<file path="src/rv_isa_pkg.sv">
`default_nettype none

package rv_isa_pkg;

  typedef logic [31:0] word_t;
  typedef logic [4:0]  reg_idx_t;
  typedef logic [31:0] inst_t;

  // major opcodes of the supported subset
  localparam logic [6:0] opc_op     = 7'b0110011;
  localparam logic [6:0] opc_op_imm = 7'b0010011;
  localparam logic [6:0] opc_load   = 7'b0000011;
  localparam logic [6:0] opc_store  = 7'b0100011;
  localparam logic [6:0] opc_branch = 7'b1100011;
  localparam logic [6:0] opc_jal    = 7'b1101111;

  // funct3 values
  localparam logic [2:0] f3_add_sub = 3'b000;
  localparam logic [2:0] f3_slt     = 3'b010;
  localparam logic [2:0] f3_or      = 3'b110;
  localparam logic [2:0] f3_and     = 3'b111;
  localparam logic [2:0] f3_addi    = 3'b000;
  localparam logic [2:0] f3_lw      = 3'b010;
  localparam logic [2:0] f3_sw      = 3'b010;
  localparam logic [2:0] f3_beq     = 3'b000;
  localparam logic [2:0] f3_bne     = 3'b001;

  // funct7 values
  localparam logic [6:0] f7_base = 7'b0000000;
  localparam logic [6:0] f7_sub  = 7'b0100000;

  // addi x0,x0,0
  localparam inst_t nop_inst = 32'h0000_0013;

endpackage

`default_nettype wire

</file>
<file path="src/pipe_pkg.sv">
`default_nettype none

package pipe_pkg;

  import rv_isa_pkg::*;

  typedef enum logic [2:0] {
    alu_add = 3'd0,
    alu_sub = 3'd1,
    alu_and = 3'd2,
    alu_or  = 3'd3,
    alu_slt = 3'd4
  } alu_op_t;

  typedef enum logic [1:0] {
    imm_i = 2'd0,
    imm_s = 2'd1,
    imm_b = 2'd2,
    imm_j = 2'd3
  } imm_sel_t;

  // writeback value source
  typedef enum logic [1:0] {
    res_alu = 2'd0,
    res_mem = 2'd1,
    res_pc4 = 2'd2
  } result_src_t;

  // operand source in execute
  typedef enum logic [1:0] {
    fwd_reg = 2'd0,
    fwd_mem = 2'd1,
    fwd_wb  = 2'd2
  } fwd_sel_t;

  // all zero is a nop with no side effects
  typedef struct packed {
    logic        reg_write;
    logic        mem_req;
    logic        mem_write;
    result_src_t result_src;
    alu_op_t     alu_op;
    logic        alu_src_imm;
    logic        branch;
    logic        branch_ne;
    logic        jump;
  } ctrl_t;

  typedef struct packed {
    reg_idx_t d_rs1;
    reg_idx_t d_rs2;
    reg_idx_t e_rs1;
    reg_idx_t e_rs2;
    reg_idx_t e_rd;
    reg_idx_t m_rd;
    reg_idx_t w_rd;
  } hazard_in_t;

endpackage

`default_nettype wire

</file>
<file path="src/hazard.sv">
`timescale 1ns/10ps
`default_nettype none

module hazard import pipe_pkg::*; (
  input  hazard_in_t hz,
  input  ctrl_t      e_ctrl,
  input  ctrl_t      m_ctrl,
  input  ctrl_t      w_ctrl,
  input  logic       pc_taken,
  output fwd_sel_t   fwd_a,
  output fwd_sel_t   fwd_b,
  output logic       f_stall,
  output logic       d_stall,
  output logic       d_flush,
  output logic       e_flush
);

  logic m_hit_a;
  logic m_hit_b;
  logic w_hit_a;
  logic w_hit_b;
  logic load_use;

  // memory stage is younger, so it wins over writeback
  assign m_hit_a = m_ctrl.reg_write && hz.m_rd != '0 && hz.m_rd == hz.e_rs1;
  assign m_hit_b = m_ctrl.reg_write && hz.m_rd != '0 && hz.m_rd == hz.e_rs2;
  assign w_hit_a = w_ctrl.reg_write && hz.w_rd != '0 && hz.w_rd == hz.e_rs1;
  assign w_hit_b = w_ctrl.reg_write && hz.w_rd != '0 && hz.w_rd == hz.e_rs2;

  assign fwd_a = m_hit_a ? fwd_mem : (w_hit_a ? fwd_wb : fwd_reg);
  assign fwd_b = m_hit_b ? fwd_mem : (w_hit_b ? fwd_wb : fwd_reg);

  // load in execute feeding the instruction in decode
  assign load_use = (e_ctrl.result_src == res_mem) && hz.e_rd != '0 &&
                    (hz.e_rd == hz.d_rs1 || hz.e_rd == hz.d_rs2);

  always_comb begin
    f_stall = load_use && !pc_taken;
    d_stall = load_use && !pc_taken;
    d_flush = pc_taken;
    e_flush = pc_taken || load_use;
    // a redirect always overrides the stall
    assert (!(d_stall && d_flush));
  end

endmodule

`default_nettype wire

</file>
<file path="src/controller.sv">
`timescale 1ns/10ps
`default_nettype none

module controller import rv_isa_pkg::*, pipe_pkg::*; (
  input  logic     clk,
  input  logic     rst_n,
  input  inst_t    d_inst,
  input  logic     e_zero,
  input  logic     e_lt,
  output imm_sel_t d_imm_sel,
  output ctrl_t    e_ctrl,
  output ctrl_t    m_ctrl,
  output ctrl_t    w_ctrl,
  output logic     pc_taken,
  output logic     mreq,
  output logic     write,
  input  logic     d_stall,
  input  logic     e_flush
);

  logic [6:0] opcode;
  logic [2:0] funct3;
  logic [6:0] funct7;
  ctrl_t      d_ctrl;

  assign opcode = d_inst[6:0];
  assign funct3 = d_inst[14:12];
  assign funct7 = d_inst[31:25];

  // unknown encodings decode to a nop
  always_comb begin
    d_ctrl    = '0;
    d_imm_sel = imm_i;
    case (opcode)
      opc_op: begin
        d_ctrl.reg_write = (funct7 == f7_base) ||
                           (funct7 == f7_sub && funct3 == f3_add_sub);
        case (funct3)
          f3_slt:  d_ctrl.alu_op = alu_slt;
          f3_or:   d_ctrl.alu_op = alu_or;
          f3_and:  d_ctrl.alu_op = alu_and;
          default: d_ctrl.alu_op = (funct7 == f7_sub) ? alu_sub : alu_add;
        endcase
      end
      opc_op_imm: begin
        d_ctrl.reg_write   = (funct3 == f3_addi);
        d_ctrl.alu_src_imm = 1'b1;
      end
      opc_load: begin
        d_ctrl.reg_write   = (funct3 == f3_lw);
        d_ctrl.mem_req     = (funct3 == f3_lw);
        d_ctrl.result_src  = res_mem;
        d_ctrl.alu_src_imm = 1'b1;
      end
      opc_store: begin
        d_ctrl.mem_req     = (funct3 == f3_sw);
        d_ctrl.mem_write   = (funct3 == f3_sw);
        d_ctrl.alu_src_imm = 1'b1;
        d_imm_sel          = imm_s;
      end
      opc_branch: begin
        d_ctrl.branch    = (funct3 == f3_beq) || (funct3 == f3_bne);
        d_ctrl.branch_ne = (funct3 == f3_bne);
        d_imm_sel        = imm_b;
      end
      opc_jal: begin
        d_ctrl.reg_write  = 1'b1;
        d_ctrl.jump       = 1'b1;
        d_ctrl.result_src = res_pc4;
        d_imm_sel         = imm_j;
      end
      default: ;
    endcase
  end

  always_ff @(posedge clk or negedge rst_n) begin
    if (!rst_n) begin
      e_ctrl <= '0;
      m_ctrl <= '0;
      w_ctrl <= '0;
    end else begin
      if (e_flush) begin
        e_ctrl <= '0;
      end else if (!d_stall) begin
        e_ctrl <= d_ctrl;
      end
      m_ctrl <= e_ctrl;
      w_ctrl <= m_ctrl;
    end
  end

  assign pc_taken = e_ctrl.jump ||
                    (e_ctrl.branch && (e_ctrl.branch_ne ? !e_zero : e_zero));

  // data port strobes from the memory stage
  assign mreq  = m_ctrl.mem_req;
  assign write = m_ctrl.mem_write;

  assert property (@(posedge clk) disable iff (!rst_n) write |-> mreq);

endmodule

`default_nettype wire

</file>
<file path="src/datapath.sv">
`timescale 1ns/10ps
`default_nettype none

module datapath import rv_isa_pkg::*, pipe_pkg::*; (
  input  logic       clk,
  input  logic       rst_n,
  input  inst_t      idt,
  output word_t      iad,
  input  word_t      read_data,
  output word_t      dad,
  output word_t      write_data,
  output inst_t      d_inst,
  output logic       e_zero,
  output logic       e_lt,
  input  imm_sel_t   d_imm_sel,
  input  ctrl_t      e_ctrl,
  input  ctrl_t      m_ctrl,
  input  ctrl_t      w_ctrl,
  input  logic       pc_taken,
  input  fwd_sel_t   fwd_a,
  input  fwd_sel_t   fwd_b,
  input  logic       f_stall,
  input  logic       d_stall,
  input  logic       d_flush,
  input  logic       e_flush,
  output hazard_in_t hz
);

  word_t    pc;
  word_t    rf [32];
  word_t    d_pc;
  word_t    d_rd1;
  word_t    d_rd2;
  word_t    d_imm;
  reg_idx_t d_rs1;
  reg_idx_t d_rs2;
  reg_idx_t d_rd;
  word_t    e_pc;
  word_t    e_rd1;
  word_t    e_rd2;
  word_t    e_imm;
  reg_idx_t e_rs1;
  reg_idx_t e_rs2;
  reg_idx_t e_rd;
  word_t    e_src_a;
  word_t    e_src_b;
  word_t    e_alu_b;
  word_t    e_alu_y;
  word_t    m_alu;
  word_t    m_wdata;
  word_t    m_pc4;
  word_t    m_fwd;
  reg_idx_t m_rd;
  word_t    w_alu;
  word_t    w_mem;
  word_t    w_pc4;
  word_t    w_result;
  reg_idx_t w_rd;

  // a same-cycle writeback bypasses the array
  function automatic word_t rf_read(reg_idx_t idx);
    if (idx == '0) begin
      return '0;
    end
    if (w_ctrl.reg_write && w_rd == idx) begin
      return w_result;
    end
    return rf[idx];
  endfunction

  function automatic word_t fwd_mux(fwd_sel_t sel, word_t reg_val, word_t mem_val,
                                    word_t wb_val);
    case (sel)
      fwd_mem: return mem_val;
      fwd_wb:  return wb_val;
      default: return reg_val;
    endcase
  endfunction

  // fetch
  always_ff @(posedge clk or negedge rst_n) begin
    if (!rst_n) begin
      pc <= '0;
    end else if (pc_taken) begin
      pc <= e_pc + e_imm;
    end else if (!f_stall) begin
      pc <= pc + 32'd4;
    end
  end

  assign iad = pc;

  always_ff @(posedge clk or negedge rst_n) begin
    if (!rst_n) begin
      d_inst <= nop_inst;
    end else if (d_flush) begin
      d_inst <= nop_inst;
    end else if (!d_stall) begin
      d_inst <= idt;
    end
  end

  always_ff @(posedge clk) begin
    if (!d_stall) begin
      d_pc <= pc;
    end
  end

  // decode
  assign d_rs1 = d_inst[19:15];
  assign d_rs2 = d_inst[24:20];
  assign d_rd  = d_inst[11:7];

  always_comb begin
    d_rd1 = rf_read(d_rs1);
    d_rd2 = rf_read(d_rs2);
  end

  always_comb begin
    case (d_imm_sel)
      imm_s:   d_imm = {{20{d_inst[31]}}, d_inst[31:25], d_inst[11:7]};
      imm_b:   d_imm = {{19{d_inst[31]}}, d_inst[31], d_inst[7], d_inst[30:25],
                        d_inst[11:8], 1'b0};
      imm_j:   d_imm = {{11{d_inst[31]}}, d_inst[31], d_inst[19:12], d_inst[20],
                        d_inst[30:21], 1'b0};
      default: d_imm = {{20{d_inst[31]}}, d_inst[31:20]};
    endcase
  end

  always_ff @(posedge clk) begin
    e_pc  <= d_pc;
    e_rd1 <= d_rd1;
    e_rd2 <= d_rd2;
    e_imm <= d_imm;
    e_rs1 <= d_rs1;
    e_rs2 <= d_rs2;
  end

  // bubble carries rd zero so nothing matches it
  always_ff @(posedge clk or negedge rst_n) begin
    if (!rst_n) begin
      e_rd <= '0;
    end else if (e_flush) begin
      e_rd <= '0;
    end else begin
      e_rd <= d_rd;
    end
  end

  // execute
  assign e_src_a = fwd_mux(fwd_a, e_rd1, m_fwd, w_result);
  assign e_src_b = fwd_mux(fwd_b, e_rd2, m_fwd, w_result);
  assign e_alu_b = e_ctrl.alu_src_imm ? e_imm : e_src_b;
  assign e_zero  = (e_src_a == e_alu_b);
  assign e_lt    = ($signed(e_src_a) < $signed(e_alu_b));

  always_comb begin
    case (e_ctrl.alu_op)
      alu_sub: e_alu_y = e_src_a - e_alu_b;
      alu_and: e_alu_y = e_src_a & e_alu_b;
      alu_or:  e_alu_y = e_src_a | e_alu_b;
      alu_slt: e_alu_y = {31'd0, e_lt};
      default: e_alu_y = e_src_a + e_alu_b;
    endcase
  end

  always_ff @(posedge clk) begin
    m_alu   <= e_alu_y;
    m_wdata <= e_src_b;
    m_pc4   <= e_pc + 32'd4;
    m_rd    <= e_rd;
  end

  // memory
  assign dad        = m_alu;
  assign write_data = m_wdata;
  assign m_fwd      = (m_ctrl.result_src == res_pc4) ? m_pc4 : m_alu;

  always_ff @(posedge clk) begin
    w_alu <= m_alu;
    w_mem <= read_data;
    w_pc4 <= m_pc4;
    w_rd  <= m_rd;
  end

  // writeback
  always_comb begin
    case (w_ctrl.result_src)
      res_mem: w_result = w_mem;
      res_pc4: w_result = w_pc4;
      default: w_result = w_alu;
    endcase
  end

  always_ff @(posedge clk) begin
    if (w_ctrl.reg_write && w_rd != '0) begin
      rf[w_rd] <= w_result;
    end
  end

  assign hz = '{d_rs1: d_rs1, d_rs2: d_rs2, e_rs1: e_rs1, e_rs2: e_rs2,
                e_rd: e_rd, m_rd: m_rd, w_rd: w_rd};

  // writeback into x0 must not leak through the bypass
  assert property (@(posedge clk) disable iff (!rst_n)
    (w_ctrl.reg_write && w_rd == '0 && d_rs1 == '0) |-> d_rd1 == '0);

endmodule

`default_nettype wire

</file>
<file path="src/pipeline_top.sv">
`timescale 1ns/10ps
`default_nettype none

module pipeline_top import rv_isa_pkg::*, pipe_pkg::*; (
  input  logic  clk,
  input  logic  rst_n,
  output word_t iad,
  input  inst_t idt,
  output logic  mreq,
  output logic  write,
  output word_t dad,
  output word_t write_data,
  input  word_t read_data
);

  // datapath to controller
  inst_t      d_inst;
  logic       e_zero;
  logic       e_lt;
  hazard_in_t hz;

  // controller to datapath and hazard
  imm_sel_t d_imm_sel;
  ctrl_t    e_ctrl;
  ctrl_t    m_ctrl;
  ctrl_t    w_ctrl;
  logic     pc_taken;

  // hazard outputs
  fwd_sel_t fwd_a;
  fwd_sel_t fwd_b;
  logic     f_stall;
  logic     d_stall;
  logic     d_flush;
  logic     e_flush;

  datapath datapath (
    .clk(clk), .rst_n(rst_n),
    .idt(idt), .iad(iad), .read_data(read_data),
    .dad(dad), .write_data(write_data),
    .d_inst(d_inst), .e_zero(e_zero), .e_lt(e_lt),
    .d_imm_sel(d_imm_sel), .e_ctrl(e_ctrl), .m_ctrl(m_ctrl), .w_ctrl(w_ctrl),
    .pc_taken(pc_taken), .fwd_a(fwd_a), .fwd_b(fwd_b),
    .f_stall(f_stall), .d_stall(d_stall), .d_flush(d_flush), .e_flush(e_flush),
    .hz(hz)
  );

  controller controller (
    .clk(clk), .rst_n(rst_n),
    .d_inst(d_inst), .e_zero(e_zero), .e_lt(e_lt),
    .d_imm_sel(d_imm_sel), .e_ctrl(e_ctrl), .m_ctrl(m_ctrl), .w_ctrl(w_ctrl),
    .pc_taken(pc_taken), .mreq(mreq), .write(write),
    .d_stall(d_stall), .e_flush(e_flush)
  );

  hazard hazard (
    .hz(hz), .e_ctrl(e_ctrl), .m_ctrl(m_ctrl), .w_ctrl(w_ctrl),
    .pc_taken(pc_taken), .fwd_a(fwd_a), .fwd_b(fwd_b),
    .f_stall(f_stall), .d_stall(d_stall), .d_flush(d_flush), .e_flush(e_flush)
  );

endmodule

`default_nettype wire

</file>
<file path="config.mk">
export PLATFORM = sky130hd
export DESIGN_NAME = pipeline_top
export DESIGN_NICKNAME = d
export VERILOG_FILES = /design/src/rv_isa_pkg.sv /design/src/pipe_pkg.sv /design/src/hazard.sv /design/src/controller.sv /design/src/datapath.sv /design/src/pipeline_top.sv
export SDC_FILE = /design/constraint.sdc
export NUM_CORES = 2
export LEC_CHECK = 0
export BUFFER_PORTS_ARGS = -buffer_cell sky130_fd_sc_hd__buf_4
export CAP_MARGIN = 20
export CORE_MARGIN = 1
export CORE_UTILIZATION = 65
export CTS_CLUSTER_SIZE = 25
export DETAILED_ROUTE_END_ITERATION = 7
export PLACE_DENSITY = 0.82
export SKIP_LAST_GASP = 1
export SYNTH_ARGS = -nofsm -noshare
export SYNTH_HDL_FRONTEND = slang
export SYNTH_SLANG_ARGS = --single-unit
</file>
<file path="constraint.sdc">
create_clock -name clk -period 9.15 [get_ports clk]
set_clock_uncertainty 0.1 [all_clocks]
set_input_delay 0.915 -clock clk [delete_from_list [all_inputs] [get_ports clk]]
set_output_delay 0.915 -clock clk [all_outputs]
set_load 0.005 [all_outputs]
</file>
* After elaboration in Yosys (flattened, before gate mapping)
Memory sizes are Yosys's and may differ from the RTL's.
Cells that the tools add are included.
** Operators by class
- Add/subtract/negate cells :: 5
- Bitwise gates (word level) :: 2
- Eq/ne operators :: 37
- Reductions and logical operators :: 29
- Muxes and demuxes :: 46
- $lt $le $gt $ge :: 1
** Operator list (count)
- two-way mux 32 bit :: 14
- one-hot mux 32 bit (2 select lines) :: 3
- one-hot mux 32 bit (4 select lines) :: 1
- adder 32 x 3 -> 32 bit, second input constant :: 2
- adder 32 bit :: 2
- one-hot mux 20 bit (3 select lines) :: 1
- equality test 5 bit :: 8
- bitwise AND 32 bit :: 1
- equality test 32 bit :: 1
- < comparator 32 bit :: 1
- bitwise OR 32 bit :: 1
- subtractor 32 bit :: 1
- two-way mux 12 bit :: 2
- equality test 7 x 6 -> 1 bit, second input constant :: 3
- nonzero test 5 bit :: 3
- equality test 7 bit, second input constant :: 2
- two-way mux 1 bit :: 14
- logical AND 1 bit :: 13
- equality test 2 bit, second input constant :: 6
- equality test 2 x 1 -> 1 bit, second input constant :: 5
- zero test 5 bit :: 2
- two-way mux 2 bit :: 5
- equality test 3 x 2 -> 1 bit, second input constant :: 3
- equality test 3 bit, second input constant :: 3
- 17 further kinds :: 23
** Word-level totals
- Memory bits (writable) :: 1024
- Memories kept :: 1
- Output and inout port bits :: 98
- Register bits :: 450
- Input bits :: 66
- Logic and storage cells :: 154
** Memory list
- datapath.rf :: depth 32, bits a word 32, read ports 2, clocked after memory_dff 0, wr ports 1, RTL line datapath.sv:30 : word_t rf [32];

* Depth between registers and ports, before layout
- Depth in word-level cells :: 17
- Gate-level depth with buffers :: 22
- Depth with buffers taken out :: 20

* By module
Synthesis repeated with hierarchy kept, for this count alone.
** Unflattened totals
- Cell total of the unflattened synthesis :: 4690
- Area, all modules :: 70341.2 sq um
** By module, submodules not included
- datapath :: instances 1, area each 68635.8 sq um, seq. area each 40027.1 sq um, cells each 4543
- controller :: instances 1, area each 1265.0 sq um, seq. area each 900.9 sq um, cells each 91
- hazard :: instances 1, area each 440.4 sq um, seq. area each 0.0 sq um, cells each 56

* Least setup slack after synthesis
No wires, ideal clock.
- Path type :: reg2reg
- Start :: register, netlist name controller.w_ctrl[7]
- End :: register datapath.d_pc[0] (enable)
- Data arrival time :: 5321 ps
- Required time :: 8641 ps
- Stages on the path, launching flop included :: 19
- Clock period less this slack :: 5830 ps
- Library setup time :: 409 ps
- Path slack :: 3320 ps
- Path buffers :: 5
- Cells stage by stage :: dfrtp_1 -> inv_1 -> ha_1 -> clkbuf_1 -> clkbuf_1 -> o21ai_1 -> a211oi_1 -> a21oi_1 -> mux2i_1 -> ha_1 -> buf_2 -> nand4_1 -> nor4_1 -> and4_1 -> o21ai_1 -> and2_1 -> buf_4 -> inv_2 -> clkbuf_1
** Between the ends
- Word-level cells in the longest chain between the ends :: 11
- Elaborated cells on any way between the ends :: 13
- Classes of those cells :: 3 x eq/ne; 5 x mux; 5 x reduce/logical
** RTL lines
- equality test 2 bit or equality test 2 x 1 -> 1 bit (tied branches) :: RTL line datapath.sv:188 : case (w_ctrl.result_src)
- one-hot mux 32 bit (2 select lines) (*) :: RTL line datapath.sv:188
- named net datapath.w_result[19] :: RTL line datapath.sv:57 : word_t w_result;
- one-hot mux 32 bit (2 select lines) (*) :: RTL line datapath.sv:73 : case (sel)
- named net datapath.e_src_b[19] :: RTL line datapath.sv:46 : word_t e_src_b;
- two-way mux 32 bit (*) :: RTL line datapath.sv:153 : assign e_alu_b = e_ctrl.alu_src_imm ? e_imm : e_src_b;
- equality test 32 bit (*) :: RTL line datapath.sv:154 : assign e_zero = (e_src_a == e_alu_b);
- zero test 1 bit :: RTL line controller.sv:93 : (e_ctrl.branch && (e_ctrl.branch_ne ? !e_zero : e_zero));
- two-way mux 1 bit (*) :: RTL line controller.sv:93
- logical AND 1 bit (*) :: RTL line controller.sv:93
- logical OR 1 bit (*) :: RTL line controller.sv:92 : assign pc_taken = e_ctrl.jump ||
- zero test 1 bit (*) :: RTL line hazard.sv:39 : d_stall = load_use && !pc_taken;
- logical AND 1 bit (*) :: RTL line hazard.sv:39
- end signal, assigned :: RTL line datapath.sv:105 : d_pc <= pc;
- end, declared :: RTL line datapath.sv:31 : word_t d_pc;
Mark *: on every way through the listed nets, which the timed path passes. The rest lies on a longest branch.
A chain may end at the register's enable or synchronous reset.

* Final worst setup path
- Start :: register datapath.w_rd[2]
- End :: register datapath.pc[21], in the netlist datapath.iad[21]
** Between the ends
- Word-level cells in the longest chain between the ends :: 16
- Elaborated cells on any way between the ends :: 26
- Classes of those cells :: 8 x eq/ne; 9 x mux; 9 x reduce/logical
** RTL lines
- start, declared :: RTL line datapath.sv:58 : reg_idx_t w_rd;
- start signal, assigned :: RTL line datapath.sv:183 : w_rd <= m_rd;
- nonzero test 5 bit :: RTL line hazard.sv:27, hazard.sv:28
- logical AND 1 bit :: RTL line hazard.sv:27, hazard.sv:28
- logical AND 1 bit :: RTL line hazard.sv:28 : assign w_hit_b = w_ctrl.reg_write && hz.w_rd != '0 && hz.w_rd == hz.e_rs2;
- two-way mux 2 bit (2 in a row) :: RTL line hazard.sv:31 : assign fwd_b = m_hit_b ? fwd_mem : (w_hit_b ? fwd_wb : fwd_reg);
- equality test 2 bit or equality test 2 x 1 -> 1 bit (tied branches) :: RTL line datapath.sv:73
- one-hot mux 32 bit (2 select lines) :: RTL line datapath.sv:73
- two-way mux 32 bit :: RTL line datapath.sv:153
- equality test 32 bit (*) :: RTL line datapath.sv:154
- zero test 1 bit :: RTL line controller.sv:93
- two-way mux 1 bit (*) :: RTL line controller.sv:93
- logical AND 1 bit (*) :: RTL line controller.sv:93
- logical OR 1 bit (*) :: RTL line controller.sv:92
- zero test 1 bit :: RTL line hazard.sv:38 : f_stall = load_use && !pc_taken;
- logical AND 1 bit :: RTL line hazard.sv:38
- inequality test 2 x 1 -> 1 bit (no source line)
- end signal, assigned :: RTL line datapath.sv:85 : pc <= e_pc + e_imm;
- end signal, assigned :: RTL line datapath.sv:87 : pc <= pc + 32'd4;
- end, declared :: RTL line datapath.sv:29 : word_t pc;
Mark *: on every way between the ends. The rest lies on a longest branch, timed or not.

==> impl_metrics.sql <==
INSERT INTO impl_metrics (metric_group, metric, value, unit) VALUES
('synth', 'yosysSeqAreaShare', '58.4', '%'),
('routing', 'detail_route.wirelength', '225000', 'um'),
('clocking', 'tritoncts', 'built', ''),
('run_status', 'violated_checks', 'design-rule violations', ''),
('power_and_ir_drop', 'power_leakage', '0.0274', 'uW'),
('routing', 'drc_errors', '10', ''),
('routing', 'num_vias', '45900', ''),
('sta', 'slew_headroom', '22.6', '%'),
('placed_design', 'place_congestion', '0.974', ''),
('power_and_ir_drop', 'largest_voltage_drop_on_the_vdd_net', '0.220', 'mV'),
('clocking', 'cts-resized-gates', '0', ''),
('power_and_ir_drop', 'clk_network_pwr_share', '32.7', '%'),
('synth', 'postSynthAreaPerCell', '15.7', 'um^2'),
('sta', 'rsz0062_at_grt', 'false', ''),
('sta', 'finalSetupViolCount', '0', ''),
('routing', 'detail_route_antenna_nets', '0', ''),
('power_and_ir_drop', 'p_seq_share', '47.4', '%'),
('global_route', 'first_global_vias', '46100', ''),
('sta', 'slew_viol_final', '0', ''),
('final_layout', 'final-instance-count-excl-fill', '6086', ''),
('sta', 'finalSetupTns', '0', 'ns'),
('setup_path', 'cp-end-kind', 'register', ''),
('final_layout', 'proportion_of_layout_cells_with_a_drive_suffix_above_1', '26.8', '%'),
('setup_path', 'crit_required', '9.69', 'ns'),
('min_path', 'hold_path.class', 'in -> async', ''),
('clocking', 'post-cts-setup-buffers', '0', ''),
('global_route', 'initial_antenna_violation_count', '8', ''),
('run_status', 'run_status', 'complete, but fails checks', ''),
('setup_path', 'rr_startpoint', 'datapath.w_rd[2]', ''),
('synth', 'dominantRegCellSynth', 'sky130_fd_sc_hd__edfxtp_1', ''),
('placed_design', 'numPlacedInstances', '5808', ''),
('synth', 'synth.most_common_cell', 'sky130_fd_sc_hd__edfxtp_1', ''),
('setup_path', 'slowest_delay', '0.68', 'ns'),
('synth', 'syn-instance-count', '4420', ''),
('floorplanning', 'die_height', '329', 'um'),
('floorplanning', 'die_w', '329', 'um'),
('setup_path', 'setup.worst_path.class', 'reg -> reg', ''),
('synth', 'ys_ff_latch', '1473', ''),
('job', 'drv_cap', '0', ''),
('synth', 'synthDominantCellAreaShare', '45.7', '%'),
('synth', 'ys.warnings.count', '0', ''),
('synth', 'synth_commonest_cells', 'sky130_fd_sc_hd__edfxtp_1 (1,056), sky130_fd_sc_hd__mux4_2 (640), sky130_fd_sc_hd__dfxtp_1 (329)', ''),
('clocking', 'number_of_buffers_inserted_during_clock_tree_synthesis', '150', ''),
('setup_path', 'worst-path-max-fanout', '62', ''),
('clocking', 'cts_htree_levels', '4', ''),
('final_layout', 'fin_area', '77400', 'um^2'),
('setup_path', 'crit_arrival', '8.20', 'ns'),
('clocking', 'clock_sinks', '1473', ''),
('setup_path', 'cp_cell_sequence', 'or3_1 > o31ai_1 > nor4_2 > buf_4 > mux2i_1 > mux2i_1 > ha_1 > nand4_1 > nor4_1 > a31oi_1 > o21ai_1 > and2_2 > buf_4 > inv_2 > nand2_1 > nor3_1 > a21oi_1 > o21ai_0', ''),
('placed_design', 'io_buffer_count', '163', ''),
('sta', 'finalHoldViolations', '0', ''),
('floorplanning', 'die-area', '108000', 'um^2'),
('clocking', 'clk_transition_reported_paths', '0.06', 'ns'),
('sta', 'tightest_slew', '1.16', 'ns'),
('sta', 'peak_clock_frequency_supported_by_timing', '130', 'MHz'),
('setup_path', 'timing.reg2reg.worst_path_depth', '18', ''),
('clocking', 'cts-hold-fix-buffers', '0', ''),
('placed_design', 'dpl-instance-area', '72500', 'um^2'),
('power_and_ir_drop', 'p_sw_share', '29.8', '%'),
('global_route', 'grt_pass1_wl', '322000', 'um'),
('synth', 'synth_area_leaders', 'sky130_fd_sc_hd__edfxtp_1 (46%), sky130_fd_sc_hd__mux4_2 (21%), sky130_fd_sc_hd__dfxtp_1 (9.5%)', ''),
('final_layout', 'areaGrowthSynthToFinish', '11.6', '%'),
('setup_path', 'slowest_cp_cell', 'sky130_fd_sc_hd__nor4_1', ''),
('sta', 'fin_crit_sh', '83.8', '%'),
('synth', 'synth_area_leader_cell', 'sky130_fd_sc_hd__edfxtp_1', ''),
('floorplanning', 'std_cell_rows', '119', ''),
('power_and_ir_drop', 'total_power', '18700', 'uW'),
('synth', 'yosysUniqueCellTypes', '88', ''),
('floorplanning', 'core_region_area', '106000', 'um^2'),
('power_and_ir_drop', 'power.share.combinational', '19.9', '%'),
('sta', 'fin_crit', '7.67', 'ns');
sequential cells by signal (all words and copies together) (netlist names), 32 cells and up:
register             cells
datapath.d_pc           32
datapath.w_mem          32
datapath.iad            32
datapath.e_rd2          32
datapath.dad            32
datapath.e_pc           32
datapath.e_rd1          32
datapath.d_inst         32
datapath.w_pc4          32
datapath.rf           1024
datapath.w_alu          32
datapath.m_pc4          32
datapath.write_data     32
kinds of logic (layout without fill, tap and decap cells):
group	after synthesis	in the layout	synth area share [%]
xor gates and xnor gates	102	102	1.29
and+or+nand+nor	714	714	4.90
adders and majority gates	135	135	2.46
other	1	35	0.00541
muxes	831	831	23.5
AOI/OAI and AO/OA	744	744	6.98
DFF	1473	1473	58.4
buffers and inverters	420	661	2.43
layer usage:
| metal | wire, um | up-vias | track usage [%] |
|---|---|---|---|
| li1 | - | 18000 | - |
| met1 | 73600 | 22900 | 54.1 |
| met2 | 103000 | 4008 | 64.4 |
| met3 | 33100 | 998 | 13.5 |
| met4 | 14900 | 10 | 22.9 |
| met5 | 65 | - | 0 |
layout make-up:
type | count | area [um^2]
antenna | 3 | 7.51
clock buffer | 188 | 4070
clock inverter | 85 | 747
fill | 6017 | 28200
inverter | 120 | 450
multi-input combinational | 2558 | 27700
sequential | 1473 | 40500
tap | 1391 | 1740
timing repair buffer | 268 | 2080
power by group through the flow:
| stage | clock, uW | combinational, uW | sequential, uW |
|---|---|---|---|
| floorplan | 0 | 2260 | 8680 |
| global placement | 0 | 3480 | 8950 |
| detailed placement | 0 | 3550 | 8960 |
| CTS | 6100 | 3600 | 8830 |
| global route | 6340 | 3920 | 8880 |
| finish | 6120 | 3710 | 8870 |
worst max-delay path, delay by kind of cell, from the launching register on:
kind / cells / cell delay [ns]
compound gates: 5 / 1.24
fa+ha+maj: 1 / 0.64
buf+inv: 3 / 1.60
flops: 1 / 0.63
mux: 2 / 0.40
simple gates: 7 / 2.80
worst paths after layout:
check	endpoint	slack [ns]
hold reg to reg	datapath.e_pc[23]	0.24
max in group asynchronous	datapath.d_inst[16]	7.79
hold / removal	datapath.d_inst[26]	0.04
setup / recovery	datapath.iad[21]	1.48
min in group clk	datapath.w_mem[27]	0.14
setup reg to reg	datapath.iad[21]	1.48
layout by cell type (no fill, tap or decap), types with 75 or more instances in the layout:
master / Yosys / layout
sky130_fd_sc_hd__mux4_2: 640 / 640
sky130_fd_sc_hd__mux2i_1: 186 / 186
sky130_fd_sc_hd__dfxtp_1: 329 / 329
sky130_fd_sc_hd__inv_1: 118 / 118
sky130_fd_sc_hd__buf_4: 3 / 262
sky130_fd_sc_hd__ha_1: 131 / 130
sky130_fd_sc_hd__nand2_1: 138 / 138
sky130_fd_sc_hd__nor2_1: 281 / 247
sky130_fd_sc_hd__dfrtp_1: 85 / 75
sky130_fd_sc_hd__clkbuf_16: 0 / 156
sky130_fd_sc_hd__o21ai_0: 90 / 90
sky130_fd_sc_hd__a21oi_1: 265 / 265
sky130_fd_sc_hd__edfxtp_1: 1056 / 1056
through the flow:
stage | hold WS (ns) | util, % | setup WS (ns)
final | 0.0351 | 73.3 | 1.48
after floorplan | 0.223 | - | 3.32
after global placement | 0.224 | 68.7 | 2.07
after CTS | 0.0197 | 73.3 | 1.84
after global routing | 0.0536 | 73.3 | 1.12
after detailed placement | 0.227 | 68.7 | 1.94
Power figures use the tool's default switching activity.
